[src/source/mem_pkg.sv]
`default_nettype none

package mem_pkg;

  // bus widths
  localparam int ADDR_W = 64;
  localparam int WORD_W = 64;
  localparam int MEM_TAG_W = 4;

  // icache geometry, direct mapped, one word per line
  localparam int IC_IDX_W = 5;
  localparam int IC_TAG_W = 8;
  localparam int IC_LINES = 2 ** IC_IDX_W;

  typedef logic [ADDR_W-1:0]    addr_t;
  typedef logic [WORD_W-1:0]    word_t;
  typedef logic [MEM_TAG_W-1:0] mem_tag_t;  // 0 means no transaction
  typedef logic [IC_IDX_W-1:0]  ic_idx_t;   // addr[7:3]
  typedef logic [IC_TAG_W-1:0]  ic_tag_t;   // addr[15:8]

  // memory bus command
  typedef enum logic [1:0] {
    BUS_NONE  = 2'h0,
    BUS_LOAD  = 2'h1,
    BUS_STORE = 2'h2
  } bus_cmd_e;

  // default sizes, overridden from the top level
  localparam int MSHR_DEPTH_DEF = 4;
  localparam int REQ_ID_W_DEF = 4;

endpackage

`default_nettype wire

[src/source/icache_mem.sv]
`timescale 1ns/1ps
`default_nettype none

module icache_mem (
  input  wire logic             clock,
  input  wire logic             rst_n,
  input  wire mem_pkg::ic_idx_t rd_idx,
  input  wire mem_pkg::ic_tag_t rd_tag,
  input  wire logic             wr_en,
  input  wire mem_pkg::ic_idx_t wr_idx,
  input  wire mem_pkg::ic_tag_t wr_tag,
  input  wire mem_pkg::word_t   wr_data,
  output mem_pkg::word_t        rd_data,
  output logic                  rd_hit
);

  logic [mem_pkg::IC_LINES-1:0] valid;
  mem_pkg::ic_tag_t             tags  [mem_pkg::IC_LINES];
  mem_pkg::word_t               lines [mem_pkg::IC_LINES];

  // read port is combinational
  assign rd_data = lines[rd_idx];
  assign rd_hit  = valid[rd_idx] && (tags[rd_idx] == rd_tag);

  // valid bits, all lines empty out of reset
  always_ff @(posedge clock or negedge rst_n) begin
    if (!rst_n) begin
      valid <= '0;
    end else if (wr_en) begin
      valid[wr_idx] <= 1'b1;
    end
  end

  // tag and data arrays
  always_ff @(posedge clock) begin
    if (wr_en) begin
      tags[wr_idx]  <= wr_tag;
      lines[wr_idx] <= wr_data;  // whole line replaced on fill
    end
  end

endmodule

`default_nettype wire

[src/source/icache_ctrl.sv]
`timescale 1ns/1ps
`default_nettype none

module icache_ctrl (
  input  wire logic              clock,
  input  wire logic              rst_n,
  input  wire logic              fetch_en,
  input  wire mem_pkg::addr_t    fetch_addr,
  output mem_pkg::word_t         fetch_data,
  output logic                   fetch_valid,
  output mem_pkg::ic_idx_t       rd_idx,
  output mem_pkg::ic_tag_t       rd_tag,
  input  wire mem_pkg::word_t    rd_data,
  input  wire logic              rd_hit,
  output logic                   wr_en,
  output mem_pkg::ic_idx_t       wr_idx,
  output mem_pkg::ic_tag_t       wr_tag,
  output mem_pkg::word_t         wr_data,
  output mem_pkg::bus_cmd_e      i_command,
  output mem_pkg::addr_t         i_addr,
  input  wire mem_pkg::mem_tag_t i_response,
  input  wire logic              i_reply,
  input  wire mem_pkg::word_t    mem2proc_data,
  input  wire mem_pkg::mem_tag_t mem2proc_tag
);

  typedef enum logic [1:0] {
    IC_IDLE,
    IC_REQ,   // load on the bus until accepted
    IC_WAIT   // waiting for the tagged reply
  } ic_state_e;

  ic_state_e         state;
  ic_state_e         state_nx;
  mem_pkg::ic_idx_t  miss_idx;
  mem_pkg::ic_tag_t  miss_tag;
  mem_pkg::mem_tag_t held_tag;  // tag handed out by memory
  logic              miss;
  logic              fill;

  // lookup straight from the fetch address
  assign rd_idx      = fetch_addr[7:3];
  assign rd_tag      = fetch_addr[15:8];
  assign fetch_data  = rd_data;
  assign fetch_valid = fetch_en && rd_hit;

  assign miss = fetch_en && !rd_hit && (state == IC_IDLE);
  // replies for other tags belong to someone else
  assign fill = (state == IC_WAIT) && i_reply && (mem2proc_tag == held_tag);

  // fill write lands at the edge after the reply
  assign wr_en   = fill;
  assign wr_idx  = miss_idx;
  assign wr_tag  = miss_tag;
  assign wr_data = mem2proc_data;

  assign i_command = (state == IC_REQ) ? mem_pkg::BUS_LOAD : mem_pkg::BUS_NONE;
  assign i_addr    = {48'h0, miss_tag, miss_idx, 3'b000};  // line aligned

  always_comb begin
    state_nx = state;
    case (state)
      IC_IDLE: begin
        if (miss) state_nx = IC_REQ;
      end
      IC_REQ: begin
        if (i_response != '0) state_nx = IC_WAIT;  // 0 means retry
      end
      IC_WAIT: begin
        if (fill) state_nx = IC_IDLE;
      end
      default: state_nx = IC_IDLE;
    endcase
  end

  always_ff @(posedge clock or negedge rst_n) begin
    if (!rst_n) begin
      state <= IC_IDLE;
    end else begin
      state <= state_nx;
    end
  end

  // miss address and memory tag
  always_ff @(posedge clock) begin
    if (miss) begin
      miss_idx <= rd_idx;
      miss_tag <= rd_tag;
    end
    if ((state == IC_REQ) && (i_response != '0)) begin
      held_tag <= i_response;
    end
  end

endmodule

`default_nettype wire

[src/source/mshr.sv]
`timescale 1ns/1ps
`default_nettype none

module mshr #(
  parameter int MSHR_DEPTH = mem_pkg::MSHR_DEPTH_DEF,
  parameter int REQ_ID_W   = mem_pkg::REQ_ID_W_DEF
) (
  input  wire logic                clock,
  input  wire logic                rst_n,
  input  wire logic                dreq_en,
  input  wire logic                dreq_store,
  input  wire mem_pkg::addr_t      dreq_addr,
  input  wire mem_pkg::word_t      dreq_data,
  input  wire logic [REQ_ID_W-1:0] dreq_id,
  output logic                     mshr_free,
  output logic                     load_done,
  output mem_pkg::word_t           load_data,
  output logic [REQ_ID_W-1:0]      load_id,
  output mem_pkg::bus_cmd_e        d_command,
  output mem_pkg::addr_t           d_addr,
  output mem_pkg::word_t           d_data,
  input  wire mem_pkg::mem_tag_t   d_response,
  input  wire logic                d_reply,
  input  wire mem_pkg::word_t      mem2proc_data,
  input  wire mem_pkg::mem_tag_t   mem2proc_tag
);

  localparam int PTR_W = (MSHR_DEPTH > 1) ? $clog2(MSHR_DEPTH) : 1;
  localparam int CNT_W = $clog2(MSHR_DEPTH + 1);

  // entry payload
  logic                q_store [MSHR_DEPTH];
  mem_pkg::addr_t      q_addr  [MSHR_DEPTH];
  mem_pkg::word_t      q_data  [MSHR_DEPTH];
  logic [REQ_ID_W-1:0] q_id    [MSHR_DEPTH];

  logic [PTR_W-1:0]  head;
  logic [PTR_W-1:0]  tail;
  logic [CNT_W-1:0]  count;
  logic              issued;    // head is on its way to memory
  mem_pkg::mem_tag_t held_tag;  // tag of the outstanding head load

  logic push;
  logic head_valid;
  logic accepted;
  logic store_pop;
  logic load_hit;
  logic pop;

  function automatic logic [PTR_W-1:0] ptr_inc(input logic [PTR_W-1:0] p);
    if (p == PTR_W'(MSHR_DEPTH - 1)) begin
      return '0;
    end
    return p + PTR_W'(1);
  endfunction

  assign mshr_free  = (count != CNT_W'(MSHR_DEPTH));
  assign push       = dreq_en && mshr_free;  // requests while full are dropped
  assign head_valid = (count != '0);

  // only the head goes out, one access at a time
  always_comb begin
    d_command = mem_pkg::BUS_NONE;
    if (head_valid && !issued) begin
      d_command = q_store[head] ? mem_pkg::BUS_STORE : mem_pkg::BUS_LOAD;
    end
  end

  assign d_addr = q_addr[head];
  assign d_data = q_data[head];

  assign accepted  = (d_command != mem_pkg::BUS_NONE) && (d_response != '0);
  assign store_pop = accepted && q_store[head];  // stores need no reply
  assign load_hit  = issued && d_reply && (mem2proc_tag == held_tag);
  assign pop       = store_pop || load_hit;

  always_ff @(posedge clock) begin
    if (push) begin
      q_store[tail] <= dreq_store;
      q_addr[tail]  <= dreq_addr;
      q_data[tail]  <= dreq_data;
      q_id[tail]    <= dreq_id;
    end
  end

  always_ff @(posedge clock or negedge rst_n) begin
    if (!rst_n) begin
      head      <= '0;
      tail      <= '0;
      count     <= '0;
      issued    <= 1'b0;
      held_tag  <= '0;
      load_done <= 1'b0;
    end else begin
      if (push) tail <= ptr_inc(tail);
      if (pop) head <= ptr_inc(head);
      count <= count + CNT_W'(push) - CNT_W'(pop);
      if (pop) begin
        issued <= 1'b0;
      end else if (accepted) begin
        issued   <= 1'b1;  // a load, now waiting on its tag
        held_tag <= d_response;
      end
      load_done <= load_hit;  // pulse the cycle after the reply
    end
  end

  // load result
  always_ff @(posedge clock) begin
    if (load_hit) begin
      load_data <= mem2proc_data;
      load_id   <= q_id[head];
    end
  end

endmodule

`default_nettype wire

[src/source/mem_bus_arbiter.sv]
`timescale 1ns/1ps
`default_nettype none

module mem_bus_arbiter (
  input  wire logic              clock,
  input  wire logic              rst_n,
  input  wire mem_pkg::bus_cmd_e i_command,
  input  wire mem_pkg::addr_t    i_addr,
  input  wire mem_pkg::bus_cmd_e d_command,
  input  wire mem_pkg::addr_t    d_addr,
  input  wire mem_pkg::word_t    d_data,
  output mem_pkg::bus_cmd_e      proc2mem_command,
  output mem_pkg::addr_t         proc2mem_addr,
  output mem_pkg::word_t         proc2mem_data,
  input  wire mem_pkg::mem_tag_t mem2proc_response,
  input  wire mem_pkg::mem_tag_t mem2proc_tag,
  output mem_pkg::mem_tag_t      i_response,
  output mem_pkg::mem_tag_t      d_response,
  output logic                   i_reply,
  output logic                   d_reply
);

  localparam int N_TAGS = 2 ** $bits(mem_pkg::mem_tag_t);

  logic [N_TAGS-1:0] own_v;  // tag outstanding
  logic [N_TAGS-1:0] own_d;  // owner is the data side
  logic              d_sel;
  logic              load_acc;
  logic              reply_v;

  // data side wins whenever it asks
  assign d_sel = (d_command != mem_pkg::BUS_NONE);

  assign proc2mem_command = d_sel ? d_command : i_command;
  assign proc2mem_addr    = d_sel ? d_addr : i_addr;
  assign proc2mem_data    = d_data;

  // loser sees 0 and retries
  assign d_response = d_sel ? mem2proc_response : '0;
  assign i_response = (!d_sel && (i_command != mem_pkg::BUS_NONE)) ? mem2proc_response : '0;

  assign load_acc = (proc2mem_command == mem_pkg::BUS_LOAD) && (mem2proc_response != '0);
  assign reply_v  = (mem2proc_tag != '0) && own_v[mem2proc_tag];
  assign i_reply  = reply_v && !own_d[mem2proc_tag];
  assign d_reply  = reply_v && own_d[mem2proc_tag];

  always_ff @(posedge clock or negedge rst_n) begin
    if (!rst_n) begin
      own_v <= '0;
      own_d <= '0;
    end else begin
      if (mem2proc_tag != '0) own_v[mem2proc_tag] <= 1'b0;
      if (load_acc) begin  // new owner wins over a same-cycle release
        own_v[mem2proc_response] <= 1'b1;
        own_d[mem2proc_response] <= d_sel;
      end
    end
  end

endmodule

`default_nettype wire

[src/source/mem_system.sv]
`timescale 1ns/1ps
`default_nettype none

module mem_system #(
  parameter int MSHR_DEPTH = mem_pkg::MSHR_DEPTH_DEF,
  parameter int REQ_ID_W   = mem_pkg::REQ_ID_W_DEF
) (
  input  wire logic                clock,
  input  wire logic                rst_n,
  // fetch side
  input  wire logic                fetch_en,
  input  wire mem_pkg::addr_t      fetch_addr,
  output mem_pkg::word_t           fetch_data,
  output logic                     fetch_valid,
  // data side
  input  wire logic                dreq_en,
  input  wire logic                dreq_store,
  input  wire mem_pkg::addr_t      dreq_addr,
  input  wire mem_pkg::word_t      dreq_data,
  input  wire logic [REQ_ID_W-1:0] dreq_id,
  output logic                     mshr_free,
  output logic                     load_done,
  output mem_pkg::word_t           load_data,
  output logic [REQ_ID_W-1:0]      load_id,
  // memory bus
  output mem_pkg::bus_cmd_e        proc2mem_command,
  output mem_pkg::addr_t           proc2mem_addr,
  output mem_pkg::word_t           proc2mem_data,
  input  wire mem_pkg::mem_tag_t   mem2proc_response,
  input  wire mem_pkg::word_t      mem2proc_data,
  input  wire mem_pkg::mem_tag_t   mem2proc_tag
);

  // icache array wires
  mem_pkg::ic_idx_t  ic_rd_idx;
  mem_pkg::ic_tag_t  ic_rd_tag;
  mem_pkg::word_t    ic_rd_data;
  logic              ic_rd_hit;
  logic              ic_wr_en;
  mem_pkg::ic_idx_t  ic_wr_idx;
  mem_pkg::ic_tag_t  ic_wr_tag;
  mem_pkg::word_t    ic_wr_data;

  // per-side bus wires
  mem_pkg::bus_cmd_e i_command;
  mem_pkg::addr_t    i_addr;
  mem_pkg::mem_tag_t i_response;
  logic              i_reply;
  mem_pkg::bus_cmd_e d_command;
  mem_pkg::addr_t    d_addr;
  mem_pkg::word_t    d_data;
  mem_pkg::mem_tag_t d_response;
  logic              d_reply;

  icache_mem icache_mem_0 (
    .clock   (clock),
    .rst_n   (rst_n),
    .rd_idx  (ic_rd_idx),
    .rd_tag  (ic_rd_tag),
    .wr_en   (ic_wr_en),
    .wr_idx  (ic_wr_idx),
    .wr_tag  (ic_wr_tag),
    .wr_data (ic_wr_data),
    .rd_data (ic_rd_data),
    .rd_hit  (ic_rd_hit)
  );

  icache_ctrl icache_ctrl_0 (
    .clock         (clock),
    .rst_n         (rst_n),
    .fetch_en      (fetch_en),
    .fetch_addr    (fetch_addr),
    .fetch_data    (fetch_data),
    .fetch_valid   (fetch_valid),
    .rd_idx        (ic_rd_idx),
    .rd_tag        (ic_rd_tag),
    .rd_data       (ic_rd_data),
    .rd_hit        (ic_rd_hit),
    .wr_en         (ic_wr_en),
    .wr_idx        (ic_wr_idx),
    .wr_tag        (ic_wr_tag),
    .wr_data       (ic_wr_data),
    .i_command     (i_command),
    .i_addr        (i_addr),
    .i_response    (i_response),
    .i_reply       (i_reply),
    .mem2proc_data (mem2proc_data),
    .mem2proc_tag  (mem2proc_tag)
  );

  mshr #(
    .MSHR_DEPTH (MSHR_DEPTH),
    .REQ_ID_W   (REQ_ID_W)
  ) mshr_0 (
    .clock         (clock),
    .rst_n         (rst_n),
    .dreq_en       (dreq_en),
    .dreq_store    (dreq_store),
    .dreq_addr     (dreq_addr),
    .dreq_data     (dreq_data),
    .dreq_id       (dreq_id),
    .mshr_free     (mshr_free),
    .load_done     (load_done),
    .load_data     (load_data),
    .load_id       (load_id),
    .d_command     (d_command),
    .d_addr        (d_addr),
    .d_data        (d_data),
    .d_response    (d_response),
    .d_reply       (d_reply),
    .mem2proc_data (mem2proc_data),
    .mem2proc_tag  (mem2proc_tag)
  );

  mem_bus_arbiter arbiter_0 (
    .clock             (clock),
    .rst_n             (rst_n),
    .i_command         (i_command),
    .i_addr            (i_addr),
    .d_command         (d_command),
    .d_addr            (d_addr),
    .d_data            (d_data),
    .proc2mem_command  (proc2mem_command),
    .proc2mem_addr     (proc2mem_addr),
    .proc2mem_data     (proc2mem_data),
    .mem2proc_response (mem2proc_response),
    .mem2proc_tag      (mem2proc_tag),
    .i_response        (i_response),
    .d_response        (d_response),
    .i_reply           (i_reply),
    .d_reply           (d_reply)
  );

endmodule

`default_nettype wire

[config.mk]
export PLATFORM = sky130hd
export DESIGN_NAME = mem_system
export DESIGN_NICKNAME = d
export VERILOG_FILES = /design/src/source/mem_pkg.sv /design/src/source/icache_mem.sv /design/src/source/icache_ctrl.sv /design/src/source/mshr.sv /design/src/source/mem_bus_arbiter.sv /design/src/source/mem_system.sv
export SDC_FILE = /design/constraint.sdc
export NUM_CORES = 2
export LEC_CHECK = 0
export BUFFER_PORTS_ARGS = -buffer_cell sky130_fd_sc_hd__buf_4
export CORE_MARGIN = 5
export CORE_UTILIZATION = 33
export DETAILED_ROUTE_END_ITERATION = 10
export SYNTH_ARGS = -nofsm -noshare
export SYNTH_HDL_FRONTEND = slang
export SYNTH_SLANG_ARGS = --single-unit
[constraint.sdc]
create_clock -name clock -period 7.9 [get_ports clock]
set_clock_uncertainty 0.2 [all_clocks]
set_input_delay 0.79 -clock clock [delete_from_list [all_inputs] [get_ports clock]]
set_output_delay 0.79 -clock clock [all_outputs]
set_load 0.03 [all_outputs]
==> out/metrics.cfg <==
[global_route]
grt_max_degree = 176
grt_pass1_wl_um = 418600
grt-ovfl-total = 0
antenna_found_initial = 49
gr-usage-all-layers_pct = 16.22
grt_pass1_vias = 56030

[synthesis]
yosys.area.top_type = edfxtp_1
syn_avg_cell_area_um2 = 23.93
netlist_top_cells_area = edfxtp_1 (77%), mux4_2 (16%), dfrtp_1 (1.7%)
yosysTopAreaCellShare_pct = 77.32
synth.most_common_cell = edfxtp_1
ys_warn_count = 0
async_flop_share_pct = 2.601
syn_inst = 4741
synth_cell_type_count = 63
synth_common_cells = edfxtp_1 (2,921), mux4_2 (830), nand2_1 (257), clkbuf_1 (107), dfrtp_1 (78)
syn_area_um2 = 113400
synthFlopType = edfxtp_1
ys_seq_elements = 2999
yosysSeqAreaShare_pct = 79.05
synth_nets = 5022
synth-edff-count = 2921

[power_and_ir_drop]
p_per_area_nw_per_um2 = 287.2
ir_worst_vdd_v = 0.0003229
power_leakage_nw = 43.41

[status]
outcome = finished clean

[clock_network]
tritoncts = yes
cts_max_level = 5
clkSinkCount = 2999
cts_hold_buf = 162
post-cts-setup-buffers = 0
clkTransAtPathRegs_ps = 60
cts-root-buf = clkbuf_16
ctsLongestPathBuffers = 4
cts-buffers-inserted = 321
clk_latency_ps = 930
cts_resized = 0

[floorplanning]
coreArea_um2 = 342700
io_pins = 538
fp.dieH_um = 596.3
die_w_um = 596.3
die-area_um2 = 355600
rows = 215
initial_core_util_pct = 33.10

[sta]
finalSetupViolations = 0
slew_viol_final = 0
slew_headroom_pct = 2.712
tns_ps = 0
timing.fmax_mhz = 175.0
min_period_over_period_pct = 72.35
hold_viol = 0
tightestPinTransition_ps = 1459
period_minus_slack_ps = 5716
whs_ps = 93.13
rsz0062_at_grt = false

[detailed_routing]
top_layer = met5
post_drt_wl_per_cell_um = 28.34
routed_via_density = 5.160
dr_total_vias = 53690
wl_met3_um = 24550
drt_iter0_markers = 5601
met2RoutedLength_um = 142700
met1_length_um = 119500
ant_nets = 0
first_pass_iters = 5
post-route-drc-count = 0
finalWirelength_um = 294900

[layout]
stdcell_count = 10410
postLayoutCellArea_um2 = 135300
final_net_count = 5850
final_layout_size_suffix_gt1_share_pct = 32.92
syn_to_final_growth_pct = 19.31

[critical_path]
critPathMaxFanout = 175
timing.rr.start = arbiter_0.own_d[3]$_DFFE_PN0P_
r2r_cells = 7
cp-end-kind = output pin
cp-start-kind = input pin
regToRegSetupSlack_ps = 3500
required_ps = 6910
cp.arrival_ps = 4730
critical_path_class = input pin to output pin
reg2reg_to = icache_mem_0.lines[27][16]$_DFFE_PP_

[placed_design]
gp_congestion = 0.7550
portBuffers = 486
place_area_um2 = 123100
dp_cells = 9641
dp_hpwl_um = 148700

[hold_path]
hp-start = mem2proc_data[53]
holdPathStages = 1
min_to = icache_mem_0.lines[9][53]$_DFFE_PP_
hold_class = input pin to flop

[flow_run]
drv_cap = 0

flip-flops by register name, summed over array words and instances (netlist names), 3 cells and up:
register and flops:
icache_mem_0.lines 2048, icache_mem_0.tags 256, mshr_0.q_addr 256, mshr_0.q_data 256, mshr_0.load_data 64, icache_mem_0.valid 32
arbiter_0.own_d 16, mshr_0.q_id 16, arbiter_0.own_v 15, icache_ctrl_0.wr_tag 8, icache_ctrl_0.wr_idx 5, icache_ctrl_0.held_tag 4
mshr_0.held_tag 4, mshr_0.load_id 4, mshr_0.q_store 4, mshr_0.count 3
logic make-up (layout without fill, tap and decap cells):
kind of cell	count (synthesis)	count (layout)	synth area share, %
XOR/XNOR	18	18	0.1390
AND/OR/NAND/NOR	470	470	1.984
multiplexers	895	895	17.16
AO/OA/AOI/OAI	104	104	0.5923
buffers and inverters	247	1332	0.9817
flip-flops	2999	2999	79.05
adder cells (fa/ha/maj)	8	8	0.09486
other	0	23	0
worst max path at each step:
stage,start,end,cells after the start
floorplan,mem2proc_tag[0],mshr_0.count[2]$_DFF_PN0_,14
global placement,fetch_addr[3],fetch_data[9],8
detailed placement,fetch_addr[3],fetch_data[9],8
CTS,fetch_addr[3],fetch_data[9],8
global route,fetch_addr[3],fetch_data[0],8
finish,fetch_addr[4],fetch_data[1],8
critical path: stages:
cell     delay, ps
buf_8          390
buf_12         680
buf_4          870
mux4_2         410
mux4_2         460
nand2_1         90
nand2_1        190
buf_4          230
final cells by class:
type                       instances  area, µm²
antenna                           23      57.56
clock buffer                     410       8578
clock inverter                   170       1964
fill                           30130     207400
inverter                          13      61.31
multi-input combinational       1495      22910
sequential                      2999      89670
tap                             4557       5702
timing repair buffer             739       6389
report_power, final:
| group | switching [mW] | total [mW] | internal, mW |
|---|---|---|---|
| registers | 0.306 | 18.6 | 18.3 |
| clock network | 6.20 | 15.1 | 8.86 |
| logic | 3.20 | 5.25 | 2.05 |
| total | 9.71 | 38.9 | 29.2 |
metrics by stage:
| step | worst slack, ps | util [%] | power (mW) |
|---|---|---|---|
| after floorplan | 1376 | - | 22.07 |
| after global placement | 2009 | 35.92 | 24.12 |
| after detailed placement | 2008 | 35.92 | 24.18 |
| after CTS | 2018 | 39.47 | 39.34 |
| after global routing | 1847 | 39.48 | 40.30 |
| final | 2184 | 39.49 | 38.87 |
per-layer routing:
layer | track usage, % | vias to the layer above
met5 | 0 | -
met4 | 4.362 | 24
met3 | 3.755 | 482
met2 | 26.48 | 2172
met1 | 21.96 | 29170
li1 | - | 21840
placed cells by master, fill, tap and decap left out, drive strengths merged, types with 3 or more instances in the layout:
| cell type | Yosys | routed |
|---|---|---|
| nand2 | 263 | 263 |
| clkinvlp | 0 | 8 |
| o211ai | 4 | 4 |
| nor2b | 5 | 5 |
| xor2 | 11 | 11 |
| o31ai | 9 | 9 |
| buf | 127 | 577 |
| a21oi | 5 | 5 |
| o22ai | 3 | 3 |
| mux2 | 9 | 9 |
| clkinv | 3 | 115 |
| mux4 | 837 | 837 |
| dlygate4sd3 | 0 | 162 |
| nand2b | 13 | 13 |
| a22oi | 10 | 10 |
| or3 | 3 | 3 |
| nand3 | 9 | 9 |
| inv | 10 | 25 |
| and2 | 60 | 60 |
| a221oi | 3 | 3 |
| o21ai | 50 | 50 |
| edfxtp | 2921 | 2921 |
| o2111ai | 6 | 6 |
| xnor2 | 7 | 7 |
| clkbuf | 107 | 410 |
| ha | 7 | 7 |
| dfrtp | 78 | 78 |
| and3 | 4 | 4 |
| nor3 | 9 | 9 |
| bufinv | 0 | 35 |
| diode | 0 | 23 |
| nor2 | 56 | 56 |
| or2 | 38 | 38 |
| mux2i | 49 | 49 |
| nand4 | 4 | 4 |
Note: power is estimated with default switching activity, not from simulation.
